$ cat src/include/l2_cache_consts.svh
`ifndef L2_CACHE_CONSTS_SVH
`define L2_CACHE_CONSTS_SVH

// Geometry of the L2 tag array
`define L2_SET_INDEX_WIDTH 6
`define L2_NUM_SETS 64
`define L2_TAG_WIDTH 20

// The line address is the tag above the set index
`define L2_ADDR_WIDTH (`L2_TAG_WIDTH + `L2_SET_INDEX_WIDTH)

`define L2_NUM_WAYS 4
`define L2_WAY_WIDTH 2

// One cache line and its byte enables
`define L2_LINE_BITS 512
`define L2_MASK_BITS 64

// Request op codes as they come from the arbiter
`define L2REQ_LOAD 3'd0
`define L2REQ_STORE 3'd1
`define L2REQ_FLUSH 3'd2
`define L2REQ_INVALIDATE 3'd3

`endif

$ cat src/rtl/l2_cache_pkg.sv
`include "l2_cache_consts.svh"

package l2_pkg;

	// One entry of a tag RAM way
	typedef logic [`L2_TAG_WIDTH-1:0] l2_tag_t;

	// Pseudo-LRU tree of one set
	// Bit 0 picks the way pair, bit 1 picks inside {0,1}, bit 2 picks inside {2,3}
	typedef logic [`L2_NUM_WAYS-2:0] l2_lru_t;

	// Index of a way within a set
	typedef logic [`L2_WAY_WIDTH-1:0] l2_way_t;

	// Request operation, encoded as the arbiter sends it
	typedef enum logic [2:0]
	{
		L2_OP_LOAD = `L2REQ_LOAD,
		L2_OP_STORE = `L2REQ_STORE,
		L2_OP_FLUSH = `L2REQ_FLUSH,
		L2_OP_INVALIDATE = `L2REQ_INVALIDATE
	} l2_op_t;

endpackage

$ cat src/rtl/l2_tag_match.sv
`timescale 1ns/1ps
`include "l2_cache_consts.svh"

// Tag compare stage
// Hit and hit way are also driven back to the tag stage for the LRU update
module l2_tag_match (
	input logic clk,
	input logic rst_n,
	input logic stall_pipeline,
	input logic tag_l2req_valid,
	input logic [1:0] tag_l2req_unit,
	input logic [1:0] tag_l2req_strand,
	input l2_pkg::l2_op_t tag_l2req_op,
	input logic [`L2_ADDR_WIDTH-1:0] tag_l2req_address,
	input logic [`L2_LINE_BITS-1:0] tag_l2req_data,
	input logic [`L2_MASK_BITS-1:0] tag_l2req_mask,
	input logic tag_has_sm_data,
	input l2_pkg::l2_way_t tag_sm_fill_way,
	input l2_pkg::l2_way_t tag_replace_way,
	input l2_pkg::l2_tag_t [`L2_NUM_WAYS-1:0] tag_tags,
	input logic [`L2_NUM_WAYS-1:0] tag_valids,
	output logic hit,
	output l2_pkg::l2_way_t hit_way,
	output logic match_valid,
	output l2_pkg::l2_op_t match_op,
	output logic [`L2_ADDR_WIDTH-1:0] match_address,
	output logic [1:0] match_unit,
	output logic [1:0] match_strand,
	output logic [`L2_LINE_BITS-1:0] match_data,
	output logic [`L2_MASK_BITS-1:0] match_mask,
	output logic match_has_sm_data,
	output logic match_hit,
	output l2_pkg::l2_way_t match_hit_way,
	output l2_pkg::l2_way_t match_replace_way
);

	import l2_pkg::*;

	l2_tag_t req_tag;
	logic [`L2_NUM_WAYS-1:0] way_match;
	l2_way_t match_encoded;

	assign req_tag = tag_l2req_address[`L2_TAG_WIDTH+`L2_SET_INDEX_WIDTH-1:`L2_SET_INDEX_WIDTH];

	// At most one way can match, so OR-ing the indices encodes the hit
	always_comb
	begin
		match_encoded = '0;
		for (int w = 0; w < `L2_NUM_WAYS; w++)
		begin
			way_match[w] = tag_valids[w] && tag_tags[w] == req_tag;
			if (way_match[w])
				match_encoded = match_encoded | l2_way_t'(w);
		end
	end

	// The fetched line of a restarted request was just written to its fill way
	assign hit = tag_has_sm_data || (|way_match);
	assign hit_way = tag_has_sm_data ? tag_sm_fill_way : match_encoded;

	always_ff @(posedge clk)
	begin
		if (!rst_n)
			match_valid <= 1'b0;
		else if (!stall_pipeline)
			match_valid <= tag_l2req_valid;
	end

	always_ff @(posedge clk)
	begin
		if (!stall_pipeline)
		begin
			match_op <= tag_l2req_op;
			match_address <= tag_l2req_address;
			match_unit <= tag_l2req_unit;
			match_strand <= tag_l2req_strand;
			match_data <= tag_l2req_data;
			match_mask <= tag_l2req_mask;
			match_has_sm_data <= tag_has_sm_data;
			match_hit <= hit;
			match_hit_way <= hit_way;
			match_replace_way <= tag_replace_way;
		end
	end

endmodule

$ cat config.mk
export PLATFORM = sky130hd
export DESIGN_NAME = l2_tag_match
export DESIGN_NICKNAME = d
export VERILOG_FILES = /design/src/rtl/l2_cache_pkg.sv /design/src/rtl/l2_tag_match.sv
export VERILOG_INCLUDE_DIRS = /design/src /design/src/include
export SDC_FILE = /design/constraint.sdc
export NUM_CORES = 1
export LEC_CHECK = 0
export BUFFER_PORTS_ARGS = -buffer_cell sky130_fd_sc_hd__buf_2
export CORE_AREA = 3 3 518 520
export DETAILED_ROUTE_END_ITERATION = 7
export DIE_AREA = 0 0 521 523
export MAX_ROUTING_LAYER = met4
export PLACE_DENSITY = 0.3
export SYNTH_ARGS = -nofsm -noshare
export SYNTH_HDL_FRONTEND = slang
export SYNTH_SLANG_ARGS = --single-unit
$ cat constraint.sdc
create_clock -name clk -period 19.1 [get_ports clk]
set_clock_uncertainty 0.2 [all_clocks]
set_input_delay 3.82 -clock clk [delete_from_list [all_inputs] [get_ports clk]]
set_output_delay 3.82 -clock clk [all_outputs]
set_load 0.05 [all_outputs]
==> impl_results.md <==
- Routed len/inst: 32.2 um
- Mapped Avg Cell Area: 26.3 um^2
- Synthesis-stage register bit count: 616
- Post-route DRC violation count: 0
- Slew Viols, Final: 0
- Fillers: 29800
- Final period utilization: 0.588
- Measured slew at the worst slew-check pin: 940 ps
- Synth area leader: edfxtp_1
- Die height: 523 um
- CTS buffer count: 93
- Worst setup SP type: input port
- Vias: 14900
- Area delta synth->final: 75.9%
- Clk buf depth: 4
- Die width: 521 um
- Max IR drop VDD: 0.0847 mV
- Run status: finished clean
- Setup violators final: 0
- Syn Nets: 1443
- Global-route wire length before repair: 225 mm
- CTS clock-pin slew for the worst setup and hold paths: approximately 60 ps
- Final ANT Viol Nets: 0
- Static Leak: 13.0 nW
- Grt ovf: 0
- Sink Count: 616
- Final Instance Area: 34300 um^2
- IO Port Bufs: 1320
- Setup Fix Bufs, Post-CTS: 0
- Largest net degree at the start of global routing: between 70 and 80
- Synth warnings: 0
- DP Wirelength: 175 mm
- Vias in the first global route: 15000
- Final Hold Vio Count: 0
- Mapped cell area: around 19000 um^2
- CTS H-tree lvls: 3
- TritonRoute pass-1 iters: 4
- Starting density of the core: 0.0736
- Detailed Route Iter0 Violations: roughly 760
- Pwr/cell area: 119 nW/um^2
- CTS Root Buffer Type: clkbuf_16
- Synth area leaders: edfxtp_1 (95%), xnor2_1 (2.8%), xor2_1 (0.72%)
- Met3 wire len: roughly 44 mm
- GRT Total Usage: 0.141
- WL met1: 61.4 mm
- Worst path top cell family by delay: simple AND/OR/NAND/NOR gates
- Worst hold path class: reg -> reg
- TritonCTS clock tree: yes
- Sequential share of the synthesized area: 0.949
- Slew HR: 0.373
- Clock latency on the worst-skew pair: 770 ps
- Post-layout net count: 2861
- Max frequency: 0.0890 GHz
- Die area: around 270000 um^2
- Final WL: a little under 200 mm
- Top layer reached by signal wires: met4
- Slowest stage cell on the critical path: xnor2_1
- Post_cts resized: 0
- Final setup TNS: 0 ps
- Global placement routability congestion: about 0.92
- Core area: between 200000 and 300000 um^2
- Met2 WL post-DR: 83.7 mm
- Share of the synthesized area in the top cell type: 0.948
- CTS Hold Bufs: 0
- RSZ-0062 raised after global routing: false
- Placed Area: 30600 um^2
- Crit path DAT: roughly 7200 ps
- CP bufs+invs: 3
- CP most frequent cell: buf_2
- Layout cells sized above 1: 0.663
- Initial antenna violation count: 440
- Worst Path Max Fanout: 5
- Row cnt: about 190
- Total power: 4.09 mW
- Crit end category: primary output
- Top-Level Pins: 1321
- Syn Inst Count: between 700 and 800
- Crit-path max cell delay: 730 ps
- Crit path required time: approximately 15000 ps
- Fin crit period: roughly 11000 ps
- CP cell instances: buf_2 -> xnor2_1 -> nand3_1 -> nor4_2 -> buf_4 -> nand4_1 -> a21oi_1 -> buf_2
- CP Class: in -> out
- Vias per cell: 2.47
- Synth unique cells: 16
- Max-cap violation count: 0
## final timing paths
path | start | endpoint | slack [ps] | cells past startpoint
hold / removal | match_valid | match_valid | 340 | 2
hold reg to reg | match_valid | match_valid | 340 | 2
setup reg to reg | match_valid | match_valid | 18280 | 2
setup / recovery | tag_l2req_address[19] | hit_way[0] | 7860 | 8
## cell usage in the layout (no fill, tap or decap), types with 3 or more instances in the layout
master and count:
nand3_1 4, inv_6 3, clkbuf_1 14, nor2b_1 3
bufinv_16 10, clkinv_1 14, nor4_1 4, nand4_1 16
clkbuf_8 3, diode_2 265, xor2_1 16, edfxtp_1 615
xnor2_1 60, nor4_2 4, buf_2 1320, clkinvlp_4 5
clkinv_2 19, clkbuf_16 93, xnor2_2 4, buf_4 12
## cells in the mapped netlist
master and instances:
nor4_1 8, clkbuf_2 2, buf_6 3, edfxtp_1 615, nand3_1 4, mux2i_1 1, xnor2_2 1, nand4_1 16
a41oi_1 1, a21oi_1 2, buf_2 4, dfxtp_1 1, xnor2_1 63, nor2b_1 3, inv_1 1, xor2_1 16
## sequential cells by signal, summed over array words and instances, names as in the netlist
signal and flops:
match_hit 1, match_hit_way 2, match_address 26, match_valid 1
match_replace_way 2, match_has_sm_data 1, match_strand 2, match_mask 64
match_data 512, match_op 3, match_unit 2
## layout make-up
type                       count  area, um^2  share of cell area
clock inverter                56         598              0.0175
timing repair buffer        1332        6700               0.195
clock buffer                 110        2420              0.0706
multi-input combinational    115         973              0.0284
inverter                       1        11.3            0.000329
tap                         3533        4420               0.129
sequential                   616       18500               0.539
antenna                      265         663              0.0193
## routing by layer
layer  GRT usage  vias up
met5           -        -
met4      0.0285        0
met3       0.140      312
met2       0.212     1377
met1       0.126     6917
li1            -     6281
## logic make-up (layout without fill, tap and decap cells)
family	after synthesis	count (layout)	synth area share
compound gates	3	3	0.000963
buf+inv	10	1499	0.00347
simple gates	31	31	0.00970
other cells	0	265	0
flops	616	616	0.949
mux	1	1	0.000514
xor+xnor	80	80	0.0364
## power breakdown
part | internal, mW | total (mW) | leakage [nW] | switching (mW)
Sequential | 1.61 | 1.64 | 6.03 | 0.0277
Clock | 1.04 | 1.75 | 1.48 | 0.712
Combinational | 0.130 | 0.700 | 5.52 | 0.570
Total | 2.78 | 4.09 | 13.0 | 1.31
## worst register-to-register path: cells and delay by family, from the launching register on
family / cells / cell delay, ps
mux: 1 / 140
simple gates: 1 / 60
flops: 1 / 310
## stage by stage
stage | cells | util | hold slack [ps] | setup slack (ps)
2_1_floorplan | 741 | - | 552 | 2300
3_3_place_gp | 5597 | 0.116 | 312 | 7620
3_5_place_dp | 5597 | 0.116 | 324 | 7620
4_1_cts | 5763 | 0.127 | 344 | 7600
5_1_grt | 6014 | 0.129 | 386 | 7850
6_report | 6028 | 0.130 | 345 | 7860
(Power assumes the default switching activity.)
